`config.mk`:
```
export PLATFORM = sky130hd
export DESIGN_NAME = guided_stats_top
export DESIGN_NICKNAME = d
export VERILOG_FILES = /design/src/verilog/gf_pkg.sv /design/src/verilog/pixel_product_stage.sv /design/src/verilog/banked_line_buffer.sv /design/src/verilog/box_sum_engine.sv /design/src/verilog/moment_numerator.sv /design/src/verilog/guided_stats_top.sv
export SDC_FILE = /design/constraint.sdc
export NUM_CORES = 2
export LEC_CHECK = 0
export BUFFER_PORTS_ARGS = -buffer_cell sky130_fd_sc_hd__buf_4
export CORE_UTILIZATION = 69
export DETAILED_ROUTE_END_ITERATION = 8
export PLACE_DENSITY = 0.86
export SETUP_SLACK_MARGIN = 0.02
export SLEW_MARGIN = 5
export SYNTH_ARGS = -nofsm -noshare
export SYNTH_HDL_FRONTEND = slang
export SYNTH_SLANG_ARGS = --single-unit
```
`constraint.sdc`:
```
create_clock -name clk -period 18.45 [get_ports clk]
set_input_delay 0.9225 -clock clk [delete_from_list [all_inputs] [get_ports clk]]
set_output_delay 0.9225 -clock clk [all_outputs]
set_load 0.02 [all_outputs]
```
`src/verilog/gf_pkg.sv`:
```
package gf_pkg;

	// window geometry, S = 2*alpha+1
	parameter int ALPHA = 1;
	parameter int WIN_S = 2 * ALPHA + 1;

	parameter int FRAME_ROWS = 10;
	parameter int FRAME_COLS = 12;
	parameter int ROW_BITS = $clog2(FRAME_ROWS);
	parameter int COL_BITS = $clog2(FRAME_COLS);

	parameter int EPS_TERM = 50; // regularisation on the variance numerator

	// running strip integrals over one line
	parameter int LSUM_W = 8 + $clog2(WIN_S * FRAME_COLS);
	parameter int LSUM2_W = 16 + $clog2(WIN_S * FRAME_COLS);

	// square window sums
	parameter int WSUM_W = 8 + $clog2(WIN_S * WIN_S);
	parameter int WSUM2_W = 16 + $clog2(WIN_S * WIN_S);
	parameter int NUM_W = 2 * WSUM2_W + 2;

	typedef logic [7:0] pix_t;
	typedef logic [15:0] prod_t;
	typedef logic [ROW_BITS-1:0] row_t;
	typedef logic [COL_BITS-1:0] col_t;
	typedef logic [LSUM_W-1:0] lsum_t;
	typedef logic [LSUM2_W-1:0] lsum2_t;
	typedef logic [WSUM_W-1:0] wsum_t;
	typedef logic [WSUM2_W-1:0] wsum2_t;
	typedef logic signed [NUM_W-1:0] num_t;

endpackage

```
`src/verilog/pixel_product_stage.sv`:
```
`timescale 1ns/1ns
module pixel_product_stage
	import gf_pkg::*;
(
	input  logic  clk,
	input  logic  rst_n,
	input  logic  in_valid,
	input  pix_t  pix_i,
	input  pix_t  pix_p,
	input  pix_t  old_i,
	input  pix_t  old_p,
	output logic  prod_valid,
	output pix_t  new_i,
	output pix_t  new_p,
	output pix_t  gone_i,
	output pix_t  gone_p,
	output prod_t new_ii,
	output prod_t new_ip,
	output prod_t gone_ii,
	output prod_t gone_ip
);

	always_ff @(posedge clk or negedge rst_n) begin
		if (!rst_n)
			prod_valid <= 1'b0;
		else
			prod_valid <= in_valid;
	end

	// pixels and products line up with prod_valid
	always_ff @(posedge clk) begin
		new_i <= pix_i;
		new_p <= pix_p;
		gone_i <= old_i; // row r-S, leaves the strip
		gone_p <= old_p;
		new_ii <= pix_i * pix_i;
		new_ip <= pix_i * pix_p;
		gone_ii <= old_i * old_i;
		gone_ip <= old_i * old_p;
	end

endmodule

```
`src/verilog/banked_line_buffer.sv`:
```
`timescale 1ns/1ns
module banked_line_buffer
	import gf_pkg::*;
#(
	parameter int DATA_W = LSUM_W
) (
	input  logic              clk,
	input  logic              rst_n,
	input  logic              wen,
	input  col_t              waddr,
	input  col_t              raddr_a,
	input  col_t              raddr_b,
	input  logic [DATA_W-1:0] wdata,
	output logic [DATA_W-1:0] rdata_a,
	output logic [DATA_W-1:0] rdata_b
);

	localparam int BANK_WORDS = (FRAME_COLS + 1) / 2;

	// bank 0 holds even columns, bank 1 odd columns
	logic [DATA_W-1:0] bank_mem [2][BANK_WORDS];
	logic [DATA_W-1:0] bank_q [2];
	logic [COL_BITS-2:0] bank_raddr [2];
	logic a_odd_q; // parity of the read address a, aligned with bank_q

	// the two read columns differ by an odd amount, so each bank serves exactly one port
	always_comb begin
		for (int b = 0; b < 2; b++) begin
			if (raddr_a[0] == b[0])
				bank_raddr[b] = raddr_a[COL_BITS-1:1];
			else
				bank_raddr[b] = raddr_b[COL_BITS-1:1];
		end
	end

	always_ff @(posedge clk or negedge rst_n) begin
		if (!rst_n) begin
			for (int b = 0; b < 2; b++) begin
				for (int w = 0; w < BANK_WORDS; w++)
					bank_mem[b][w] <= '0;
				bank_q[b] <= '0;
			end
			a_odd_q <= 1'b0;
		end else begin
			if (wen)
				bank_mem[waddr[0]][waddr[COL_BITS-1:1]] <= wdata;
			for (int b = 0; b < 2; b++)
				bank_q[b] <= bank_mem[b][bank_raddr[b]];
			a_odd_q <= raddr_a[0];
		end
	end

	// steer bank outputs back to the requesting ports
	assign rdata_a = a_odd_q ? bank_q[1] : bank_q[0];
	assign rdata_b = a_odd_q ? bank_q[0] : bank_q[1];

endmodule

```
`src/verilog/box_sum_engine.sv`:
```
`timescale 1ns/1ns
module box_sum_engine
	import gf_pkg::*;
#(
	parameter int DATA_W = 8,
	parameter int LINE_W = LSUM_W
) (
	input  logic                                  clk,
	input  logic                                  rst_n,
	input  logic                                  in_valid,
	input  logic [DATA_W-1:0]                     add_val, // newest row
	input  logic [DATA_W-1:0]                     sub_val, // row r-S
	input  logic [LINE_W-1:0]                     line_rd_a,
	input  logic [LINE_W-1:0]                     line_rd_b,
	output logic                                  line_wen,
	output col_t                                  line_waddr,
	output col_t                                  line_raddr_a,
	output col_t                                  line_raddr_b,
	output logic [LINE_W-1:0]                     line_wdata,
	output logic [DATA_W+$clog2(WIN_S*WIN_S)-1:0] win_sum,
	output logic                                  win_valid
);

	localparam int SUM_W = DATA_W + $clog2(WIN_S * WIN_S);

	row_t row;
	col_t col, col_nxt, rd_col;
	logic last_col;
	logic full_win;
	logic [1:0] full_pipe;

	logic [LINE_W-1:0] ii_cur; // strip integral of the previous beat
	logic [LINE_W-1:0] above_prev; // line above at the previous column
	logic [LINE_W-1:0] left_q, diff_q;
	logic [LINE_W-1:0] ii_next, left_term, up_term, up_left_term, left_val;
	logic [DATA_W-1:0] gone_val;

	assign last_col = (col == col_t'(FRAME_COLS - 1));
	assign col_nxt = last_col ? '0 : col + 1'b1;

	// prefetch the columns of the next beat
	assign rd_col = in_valid ? col_nxt : col;
	assign line_raddr_a = rd_col;
	// keep port b in range when c-S is negative, data is masked anyway
	assign line_raddr_b = (rd_col >= col_t'(WIN_S)) ? rd_col - col_t'(WIN_S)
		: rd_col + col_t'(WIN_S);

	// frame edge masks
	assign left_term = (col == '0) ? '0 : ii_cur;
	assign up_term = (row == '0) ? '0 : line_rd_a;
	assign up_left_term = (row == '0 || col == '0) ? '0 : above_prev;
	assign gone_val = (row < WIN_S) ? '0 : sub_val;
	assign left_val = (col < WIN_S) ? '0 : line_rd_b;

	assign ii_next = left_term + up_term - up_left_term + add_val - gone_val;

	assign line_wen = in_valid;
	assign line_waddr = col;
	assign line_wdata = ii_next;

	assign full_win = in_valid && row >= WIN_S - 1 && col >= WIN_S - 1;

	always_ff @(posedge clk or negedge rst_n) begin
		if (!rst_n) begin
			row <= '0;
			col <= '0;
			full_pipe <= 2'b00;
			win_valid <= 1'b0;
		end else begin
			if (in_valid) begin
				col <= col_nxt;
				if (last_col)
					row <= (row == row_t'(FRAME_ROWS - 1)) ? '0 : row + 1'b1;
			end
			full_pipe <= {full_pipe[0], full_win};
			win_valid <= full_pipe[1];
		end
	end

	always_ff @(posedge clk) begin
		if (in_valid) begin
			ii_cur <= ii_next;
			above_prev <= line_rd_a;
			left_q <= left_val; // strip integral at c-S, same row
		end
		diff_q <= ii_cur - left_q;
		win_sum <= SUM_W'(diff_q); // true sum fits, upper bits drop
	end

endmodule

```
`src/verilog/moment_numerator.sv`:
```
`timescale 1ns/1ns
module moment_numerator
	import gf_pkg::*;
(
	input  logic   clk,
	input  logic   rst_n,
	input  logic   win_valid,
	input  wsum_t  sum_i,
	input  wsum_t  sum_p,
	input  wsum2_t sum_ii,
	input  wsum2_t sum_ip,
	output logic   out_valid,
	output wsum_t  out_sum_i,
	output wsum_t  out_sum_p,
	output num_t   var_num,
	output num_t   cov_num
);

	localparam num_t AREA = num_t'(WIN_S * WIN_S); // full windows only

	num_t ext_i, ext_p, ext_ii, ext_ip;
	num_t var_nxt, cov_nxt;

	// zero-extend into the signed numerator width
	assign ext_i = num_t'(sum_i);
	assign ext_p = num_t'(sum_p);
	assign ext_ii = num_t'(sum_ii);
	assign ext_ip = num_t'(sum_ip);

	assign var_nxt = AREA * ext_ii - ext_i * ext_i + num_t'(EPS_TERM);
	assign cov_nxt = AREA * ext_ip - ext_i * ext_p;

	always_ff @(posedge clk or negedge rst_n) begin
		if (!rst_n)
			out_valid <= 1'b0;
		else
			out_valid <= win_valid;
	end

	always_ff @(posedge clk) begin
		out_sum_i <= sum_i;
		out_sum_p <= sum_p;
		var_num <= var_nxt;
		cov_num <= cov_nxt;
	end

endmodule

```
`src/verilog/guided_stats_top.sv`:
```
`timescale 1ns/1ns
module guided_stats_top
	import gf_pkg::*;
(
	input  logic  clk,
	input  logic  rst_n,
	input  logic  in_valid,
	input  pix_t  pix_i,
	input  pix_t  pix_p,
	input  pix_t  old_i,
	input  pix_t  old_p,
	output logic  out_valid,
	output wsum_t sum_i,
	output wsum_t sum_p,
	output num_t  var_num,
	output num_t  cov_num
);

	logic prod_valid, win_valid;
	pix_t new_i, new_p, gone_i, gone_p;
	prod_t new_ii, new_ip, gone_ii, gone_ip;
	wsum_t win_i, win_p;
	wsum2_t win_ii, win_ip;

	// one line buffer per engine
	logic i_wen, p_wen, ii_wen, ip_wen;
	col_t i_waddr, i_raddr_a, i_raddr_b;
	col_t p_waddr, p_raddr_a, p_raddr_b;
	col_t ii_waddr, ii_raddr_a, ii_raddr_b;
	col_t ip_waddr, ip_raddr_a, ip_raddr_b;
	lsum_t i_wdata, i_rd_a, i_rd_b;
	lsum_t p_wdata, p_rd_a, p_rd_b;
	lsum2_t ii_wdata, ii_rd_a, ii_rd_b;
	lsum2_t ip_wdata, ip_rd_a, ip_rd_b;

	pixel_product_stage product_stage (
		.clk(clk), .rst_n(rst_n), .in_valid(in_valid),
		.pix_i(pix_i), .pix_p(pix_p), .old_i(old_i), .old_p(old_p),
		.prod_valid(prod_valid), .new_i(new_i), .new_p(new_p), .gone_i(gone_i), .gone_p(gone_p),
		.new_ii(new_ii), .new_ip(new_ip), .gone_ii(gone_ii), .gone_ip(gone_ip)
	);

	// engine_i sets the output schedule, the others run in lockstep
	box_sum_engine #(.DATA_W($bits(pix_t)), .LINE_W($bits(lsum_t))) engine_i (
		.clk(clk), .rst_n(rst_n), .in_valid(prod_valid), .add_val(new_i), .sub_val(gone_i),
		.line_rd_a(i_rd_a), .line_rd_b(i_rd_b), .line_wen(i_wen), .line_waddr(i_waddr),
		.line_raddr_a(i_raddr_a), .line_raddr_b(i_raddr_b), .line_wdata(i_wdata),
		.win_sum(win_i), .win_valid(win_valid)
	);

	box_sum_engine #(.DATA_W($bits(pix_t)), .LINE_W($bits(lsum_t))) engine_p (
		.clk(clk), .rst_n(rst_n), .in_valid(prod_valid), .add_val(new_p), .sub_val(gone_p),
		.line_rd_a(p_rd_a), .line_rd_b(p_rd_b), .line_wen(p_wen), .line_waddr(p_waddr),
		.line_raddr_a(p_raddr_a), .line_raddr_b(p_raddr_b), .line_wdata(p_wdata),
		.win_sum(win_p), .win_valid()
	);

	box_sum_engine #(.DATA_W($bits(prod_t)), .LINE_W($bits(lsum2_t))) engine_ii (
		.clk(clk), .rst_n(rst_n), .in_valid(prod_valid), .add_val(new_ii), .sub_val(gone_ii),
		.line_rd_a(ii_rd_a), .line_rd_b(ii_rd_b), .line_wen(ii_wen), .line_waddr(ii_waddr),
		.line_raddr_a(ii_raddr_a), .line_raddr_b(ii_raddr_b), .line_wdata(ii_wdata),
		.win_sum(win_ii), .win_valid()
	);

	box_sum_engine #(.DATA_W($bits(prod_t)), .LINE_W($bits(lsum2_t))) engine_ip (
		.clk(clk), .rst_n(rst_n), .in_valid(prod_valid), .add_val(new_ip), .sub_val(gone_ip),
		.line_rd_a(ip_rd_a), .line_rd_b(ip_rd_b), .line_wen(ip_wen), .line_waddr(ip_waddr),
		.line_raddr_a(ip_raddr_a), .line_raddr_b(ip_raddr_b), .line_wdata(ip_wdata),
		.win_sum(win_ip), .win_valid()
	);

	banked_line_buffer #(.DATA_W($bits(lsum_t))) line_i (
		.clk(clk), .rst_n(rst_n), .wen(i_wen), .waddr(i_waddr), .raddr_a(i_raddr_a),
		.raddr_b(i_raddr_b), .wdata(i_wdata), .rdata_a(i_rd_a), .rdata_b(i_rd_b)
	);

	banked_line_buffer #(.DATA_W($bits(lsum_t))) line_p (
		.clk(clk), .rst_n(rst_n), .wen(p_wen), .waddr(p_waddr), .raddr_a(p_raddr_a),
		.raddr_b(p_raddr_b), .wdata(p_wdata), .rdata_a(p_rd_a), .rdata_b(p_rd_b)
	);

	banked_line_buffer #(.DATA_W($bits(lsum2_t))) line_ii (
		.clk(clk), .rst_n(rst_n), .wen(ii_wen), .waddr(ii_waddr), .raddr_a(ii_raddr_a),
		.raddr_b(ii_raddr_b), .wdata(ii_wdata), .rdata_a(ii_rd_a), .rdata_b(ii_rd_b)
	);

	banked_line_buffer #(.DATA_W($bits(lsum2_t))) line_ip (
		.clk(clk), .rst_n(rst_n), .wen(ip_wen), .waddr(ip_waddr), .raddr_a(ip_raddr_a),
		.raddr_b(ip_raddr_b), .wdata(ip_wdata), .rdata_a(ip_rd_a), .rdata_b(ip_rd_b)
	);

	moment_numerator numerator (
		.clk(clk), .rst_n(rst_n), .win_valid(win_valid),
		.sum_i(win_i), .sum_p(win_p), .sum_ii(win_ii), .sum_ip(win_ip),
		.out_valid(out_valid), .out_sum_i(sum_i), .out_sum_p(sum_p),
		.var_num(var_num), .cov_num(cov_num)
	);

endmodule

```
# After elaboration in Yosys (flattened, before gate mapping)
# Index checks and enable logic that the tools add are counted.
dict set report word_totals {
  register_bits 1589
  inputBits 35
  output_inout_bits 109
  elab_cells 331
}
dict set report classes {
  addsub 39
  multipliers 8
  n_lt_le_gt_ge 38
  n_eq_ne 8
  muxes 92
  bitwise 16
  reduce_logical 26
}
# cell n
set op_table {}
lappend op_table {{264-bit bitwise mux} 2}
lappend op_table {{22-bit 2-to-1 mux} 18}
lappend op_table {{168-bit bitwise mux} 2}
lappend op_table {{22-bit binary-select mux with 3-bit select} 4}
lappend op_table {{132-bit demux with 1-bit select} 2}
lappend op_table {{132-bit 2-to-1 mux} 2}
lappend op_table {{14-bit 2-to-1 mux} 18}
lappend op_table {{14-bit binary-select mux with 3-bit select} 4}
lappend op_table {{84-bit demux with 1-bit select} 2}
lappend op_table {{84-bit 2-to-1 mux} 2}
lappend op_table {{22-bit demux with 3-bit select} 2}
lappend op_table {{14-bit demux with 3-bit select} 2}
lappend op_table {{42-bit subtractor} 2}
lappend op_table {{8-bit by 8-bit multiplier with 16-bit output} 4}
lappend op_table {{4-bit 2-to-1 mux} 16}
lappend op_table {{4-bit >= comparator (second input constant)} 12}
lappend op_table {{12-bit by 12-bit multiplier with 24-bit output} 2}
lappend op_table {{4-bit by 20-bit multiplier with 24-bit output (first input constant)} 2}
lappend op_table {{3-bit inverter with 4-bit output} 12}
lappend op_table {{22-bit by 16-bit adder with 22-bit output} 2}
lappend op_table {{22-bit adder} 2}
lappend op_table {{22-bit by 16-bit subtractor with 22-bit output} 2}
lappend op_table {{22-bit subtractor} 2}
lappend op_table {{42-bit by 7-bit adder with 42-bit output (second input constant)} 1}
lappend op_table {{25 further kinds} 108}

# Longest topological paths before layout
dict set report logic_depth {
  depth_word 10
  depth_mapped 33
}

# Hierarchy
# A second synthesis with hierarchy kept.
dict set report unflattened {
  hier_cells 7911
  hier_area_um2 93233.2
}
# module n_inst cells_each area_per_inst_um2
set by_module_without_submodules {}
lappend by_module_without_submodules {{banked_line_buffer at line_ii ...} 2 958 13830.8}
lappend by_module_without_submodules {moment_numerator 1 1518 14233.7}
lappend by_module_without_submodules {pixel_product_stage 1 1005 9552.9}
lappend by_module_without_submodules {{banked_line_buffer at line_i} 1 620 8874.8}
lappend by_module_without_submodules {{banked_line_buffer at line_p} 1 620 8848.5}
lappend by_module_without_submodules {{box_sum_engine at engine_ii} 1 705 7488.4}
lappend by_module_without_submodules {{box_sum_engine at engine_ip} 1 683 7354.6}
lappend by_module_without_submodules {{box_sum_engine at engine_i} 1 427 4631.9}
lappend by_module_without_submodules {{box_sum_engine at engine_p} 1 417 4586.9}

# Worst setup path before layout
# OpenSTA, ideal clock, no wires.
dict set report synth_path {
  path_kind {reg2reg}
  startpoint {register product_stage.prod_valid}
  endpoint {register line_i.bank_q[19] (netlist name)}
  setup_time_ps 134
  arrival_time_ps 7161
  setup_slack_ps 11155
  stages_incl_launch_ff 13
  cell_sequence {dfrtp_1 -> buf_6 -> buf_4 -> mux2i_1 -> inv_1 -> ha_1 -> nor3b_2 -> xnor2_1 -> mux2i_2 -> buf_6 -> mux4_2 -> nand2_1 -> o21ai_0}
}
dict set report synth_between {
  elab_chain_cells 8
}
# element line
set synth_lines {}
lappend synth_lines {{start, declared} pixel_product_stage.sv:12} ;# output logic prod_valid,
lappend synth_lines {{start signal, assigned} pixel_product_stage.sv:27} ;# prod_valid <= in_valid;
lappend synth_lines {{4-bit 2-to-1 mux *} box_sum_engine.sv:42} ;# assign rd_col = in_valid ? col_nxt : col;
lappend synth_lines {{via engine_i.line_raddr_a[1]} box_sum_engine.sv:17} ;# output col_t line_raddr_a,
lappend synth_lines {{4-bit by 2-bit adder with 4-bit output, or another cell as far along} box_sum_engine.sv:46} ;# : rd_col + col_t'(WIN_S);
lappend synth_lines {{4-bit 2-to-1 mux} box_sum_engine.sv:45} ;# assign line_raddr_b = (rd_col >= col_t'(WIN_S)) ? rd_col - col_t'(WIN_S)
lappend synth_lines {{3-bit 2-to-1 mux *} banked_line_buffer.sv:29} ;# if (raddr_a[0] == b[0])
lappend synth_lines {{3-bit inverter with 4-bit output (not written as such) *} banked_line_buffer.sv:48} ;# bank_q[b] <= bank_mem[b][bank_raddr[b]];
lappend synth_lines {{14-bit binary-select mux with 3-bit select *} banked_line_buffer.sv:48}
lappend synth_lines {{14-bit 2-to-1 mux (not written as such) * (2 in series)} banked_line_buffer.sv:48}
lappend synth_lines {{end signal, assigned by index} banked_line_buffer.sv:48}
lappend synth_lines {{end, declared} banked_line_buffer.sv:22} ;# logic [DATA_W-1:0] bank_q [2];
# Mark *: on every way through the listed nets, which the timed path passes. The rest lies on a longest branch. The select of a mux whose other input is x is not followed.
# A chain may end at the register's enable or synchronous reset.

# Worst setup path in the final report
dict set report layout_path {
  startpoint {register engine_ip.col[0], in the netlist engine_ip.line_waddr[0]}
  endpoint {register line_ip.bank_mem[17] (netlist name)}
}
dict set report layout_between {
  elab_chain_cells 7
}
# element line
set layout_lines {}
lappend layout_lines {{start, declared} box_sum_engine.sv:27} ;# col_t col, col_nxt, rd_col;
lappend layout_lines {{start signal, assigned} box_sum_engine.sv:71} ;# col <= col_nxt;
lappend layout_lines {{4-bit logical NOT} {box_sum_engine.sv:49, box_sum_engine.sv:51}}
lappend layout_lines {{22-bit 2-to-1 mux / 1-bit logical OR (equally long branches)} {box_sum_engine.sv:49, box_sum_engine.sv:51}}
lappend layout_lines {{22-bit adder / 22-bit 2-to-1 mux (equally long branches)} {box_sum_engine.sv:55, box_sum_engine.sv:51}}
lappend layout_lines {{22-bit subtractor} box_sum_engine.sv:55} ;# assign ii_next = left_term + up_term - up_left_term + add_val - gone_val;
lappend layout_lines {{22-bit by 16-bit adder with 22-bit output} box_sum_engine.sv:55}
lappend layout_lines {{22-bit by 16-bit subtractor with 22-bit output} box_sum_engine.sv:55}
lappend layout_lines {{264-bit bitwise mux *} banked_line_buffer.sv:46} ;# bank_mem[waddr[0]][waddr[COL_BITS-1:1]] <= wdata;
lappend layout_lines {{end signal, assigned by index} banked_line_buffer.sv:46}
lappend layout_lines {{end, declared} banked_line_buffer.sv:21} ;# logic [DATA_W-1:0] bank_mem [2][BANK_WORDS];
# Every way passes the cells marked *; elsewhere a longest branch is shown, timed or not.

==> results.json <==
{
  "outcome": "completed",
  "end_kind": "flop",
  "floorplan.die.width_um": 351,
  "synth_nets": 9015,
  "port_buffers": 143,
  "worst_ep_required_time_ns": 19.20,
  "overflow": 0,
  "timing.hold.worst.class": "in -> async",
  "avgRoutedWirePerCell_um": 21.1,
  "ys_ff_latch": 1450,
  "final.min_clock_period_ns": 8.23,
  "clk-insertion-delay-late_ns": 0.81,
  "drcViolationCount": 0,
  "antenna_found_initial": 8,
  "post_cts_resized": 0,
  "grt_use_total": 0.338,
  "synthesis.area_um2": 84100,
  "maxSlewViolCount": 0,
  "maxSlewHeadroom": 0.0894,
  "detailroute.via_count": 59500,
  "die_y_um": 351,
  "cts_tree": "built",
  "placement.setup.worst_slack_ns": 10.38,
  "syn_inst": 7973,
  "tritoncts.num_buffers": 149,
  "final_net_count": 9012,
  "h-tree-depth": 4,
  "clkSinkCount": 1450,
  "reg2reg_depth": 21,
  "final_layout_size_suffix_gt1_frac": 0.113,
  "grt_pass1_wl_um": 327000,
  "grt_max_degree": 194,
  "cap_viol_max_count": 0,
  "setup_violations": 0,
  "rsz_0062_raised_after_global_routing": "false",
  "reg2reg_to": "line_ip.bank_mem[17]$_DFFE_PN0P_",
  "worstSetupStartpoint": "engine_ip.line_waddr[0]$_DFF_PN0_",
  "finalWirelength_um": 205000,
  "num-fill-cells": 7559,
  "final_count_of_hold_timing_violations": 0,
  "clk_root_buffer_cell": "clkbuf_16",
  "floorplan.rows": 127,
  "drt-pass1-iter-count": 9,
  "postRouteAntennaNets": 0,
  "synthToLayoutAreaGrowth_pct": 8.73,
  "clkSlewWorstSetupHoldPaths_ns": 0.06,
  "timing.critical_path.from_type": "flop",
  "critical_path.reg2reg.startpoint": "engine_ip.line_waddr[0]$_DFF_PN0_",
  "ys.warnings.count": 0,
  "final_critical_path_setup_slack_ns": 10.22,
  "post_cts.repair.setup_buffers": 0,
  "detailed_placement_hpwl_um": 140000,
  "commonest_non_fill_non_tap_cell_in_the_layout": "nand2_1",
  "start_util": 0.698,
  "first_global_vias": 61400,
  "critical_path.max_fanout": 46,
  "die_area_um2": 123000,
  "final_cell_mix": "nand2_1 (1221), dfrtp_1 (930), inv_1 (739)",
  "synthArstFlopShare": 0.643,
  "post_synth.cell_area_avg_um2": 10.5,
  "ys_types": 94,
  "synth_enable_flop_cells": 192,
  "clock_tree.buffer_depth": 3,
  "top_level_ports": 144,
  "via_per_inst": 6.13,
  "ys_seq_area_frac": 0.423,
  "fin_crit_sh": 0.446,
  "worst_clock_skew_ns": 0.0306,
  "cts.hold.buffers_added": 0,
  "achievable-frequency_ghz": 0.122,
  "finalWeightedCongestion": 0.920,
  "tightest_slew_ns": 1.36,
  "drt_iter0_drc": 5356,
  "setup-tns-final_ns": 0,
  "critical_path_class": "reg -> reg",
  "regToRegSetupSlack_ns": 10.22,
  "coreArea_um2": 120000,
  "postSynth.topFlopCell": "dfrtp_1",
  "crit_arrival_ns": 8.98
}
==> logic make-up (layout without fill, tap and decap cells) <==
family | count (synthesis) | after routing | synth area share
and+or+nand+nor | 2146 | 2146 | 0.114
DFF | 1450 | 1450 | 0.423
AOI/OAI and AO/OA | 1284 | 1284 | 0.0925
buffers and inverters | 1118 | 1239 | 0.0530
adders and majority gates | 1007 | 1007 | 0.191
muxes | 687 | 687 | 0.0962
xor gates and xnor gates | 281 | 281 | 0.0296
other | 0 | 1 | 0
==> Yosys cell counts, types with 9 or more instances <==
| cell type | instances | area share |
|---|---|---|
| o21ai_0 | 594 | 0.035 |
| a222oi_1 | 19 | 0.0023 |
| buf_2 | 24 | 0.0014 |
| o21ai_1 | 40 | 0.0024 |
| clkbuf_1 | 292 | 0.013 |
| nor3_1 | 57 | 0.0034 |
| nand2_1 | 1224 | 0.055 |
| o21a_1 | 41 | 0.0037 |
| a21boi_0 | 19 | 0.0017 |
| mux2i_1 | 304 | 0.036 |
| dfxtp_1 | 325 | 0.077 |
| a211o_1 | 14 | 0.0015 |
| o22ai_1 | 47 | 0.0035 |
| or3_1 | 20 | 0.0015 |
| nor2_1 | 257 | 0.011 |
| xor2_1 | 86 | 0.0090 |
| a211oi_1 | 17 | 0.0015 |
| a21oi_1 | 201 | 0.012 |
| a21o_1 | 73 | 0.0065 |
| buf_1 | 24 | 0.0011 |
| nor2b_1 | 68 | 0.0051 |
| buf_4 | 15 | 0.0013 |
| nand3_1 | 61 | 0.0036 |
| o2111ai_1 | 9 | 0.00094 |
| mux2_2 | 316 | 0.042 |
| nand4_1 | 13 | 0.00097 |
| buf_6 | 18 | 0.0024 |
| nand2b_1 | 38 | 0.0028 |
| inv_1 | 739 | 0.033 |
| or2_2 | 14 | 0.0010 |
| o22a_1 | 25 | 0.0026 |
| a31oi_1 | 31 | 0.0023 |
| a221oi_1 | 24 | 0.0025 |
| o31ai_1 | 22 | 0.0020 |
| o21bai_1 | 26 | 0.0023 |
| and2_1 | 313 | 0.023 |
| fa_1 | 461 | 0.11 |
| edfxtp_1 | 192 | 0.069 |
| ha_1 | 546 | 0.081 |
| xnor2_1 | 193 | 0.020 |
| mux4_2 | 63 | 0.017 |
| and3_1 | 49 | 0.0036 |
| dfrtp_1 | 933 | 0.28 |
==> per-layer routing <==
metal	track usage	part of all wire
met1	0.445	0.40
met2	0.556	0.48
met3	0.0631	0.081
met4	0.140	0.042
met5	0	0.00048
==> registers in the layout, indices dropped and copies added (netlist names), 24 cells and up <==
name / count
line_p.bank_q: 24
numerator.cov_num: 40
line_ii.bank_mem: 240
line_i.bank_mem: 144
line_p.bank_mem: 144
line_ip.bank_mem: 240
line_ii.bank_q: 40
line_ip.bank_q: 40
line_i.bank_q: 24
numerator.var_num: 41
==> how the worst max path moves through the flow <==
stage                                   endpoint  slack, ns  cells after the start
2_1_floorplan        line_i.bank_q[19]$_DFF_PN0_      11.15                     12
3_3_place_gp       numerator.var_num[24]$_DFF_P_      10.40                     32
3_5_place_dp       numerator.var_num[24]$_DFF_P_      10.38                     32
4_1_cts            numerator.var_num[24]$_DFF_P_      10.34                     32
5_1_grt        line_ip.bank_mem[259]$_DFFE_PN0P_       9.67                     21
6_report        line_ip.bank_mem[17]$_DFFE_PN0P_      10.22                     21
==> cell type report <==
class                           count  area (µm²)  share of cell area
Antenna cell                        1        2.50           0.0000274
Clock buffer                      209        4400              0.0481
Clock inverter                     66         751             0.00821
Inverter                          741        2780              0.0304
Multi-Input combinational cell   5405       44200               0.483
Sequential cell                  1450       35600               0.390
Tap cell                         1612        2020              0.0221
Timing Repair Buffer              223        1720              0.0188
==> worst max-delay path, cell delays in order (launching register included) <==
cell	delay (ns)
dfrtp_2	0.34
buf_4	0.57
inv_1	0.19
ha_1	0.24
nand2_1	0.52
and2_1	0.68
nand2_1	0.15
fa_1	0.42
fa_1	0.48
fa_1	0.50
ha_1	0.17
inv_1	0.07
fa_1	0.45
nor2b_1	0.12
o21ai_0	0.14
o21ai_1	0.31
a31oi_1	0.20
o21ai_1	0.89
a41oi_1	0.29
nor2b_1	0.22
xnor2_1	0.85
mux2_2	0.32
==> per-stage QoR <==
step | instance area, µm² | instances | hold WS [ns] | util
2_1_floorplan | 84100 | 7973 | 0.310 | -
3_3_place_gp | 86300 | 9430 | 0.310 | 0.716
3_5_place_dp | 86300 | 9430 | 0.312 | 0.716
4_1_cts | 91400 | 9705 | 0.182 | 0.759
5_1_grt | 91500 | 9706 | 0.200 | 0.759
6_report | 91500 | 9707 | 0.184 | 0.759
Power is left out: the tool's default activity adds up to more than one toggle a clock period on the data nets, which glitch-free logic cannot reach.
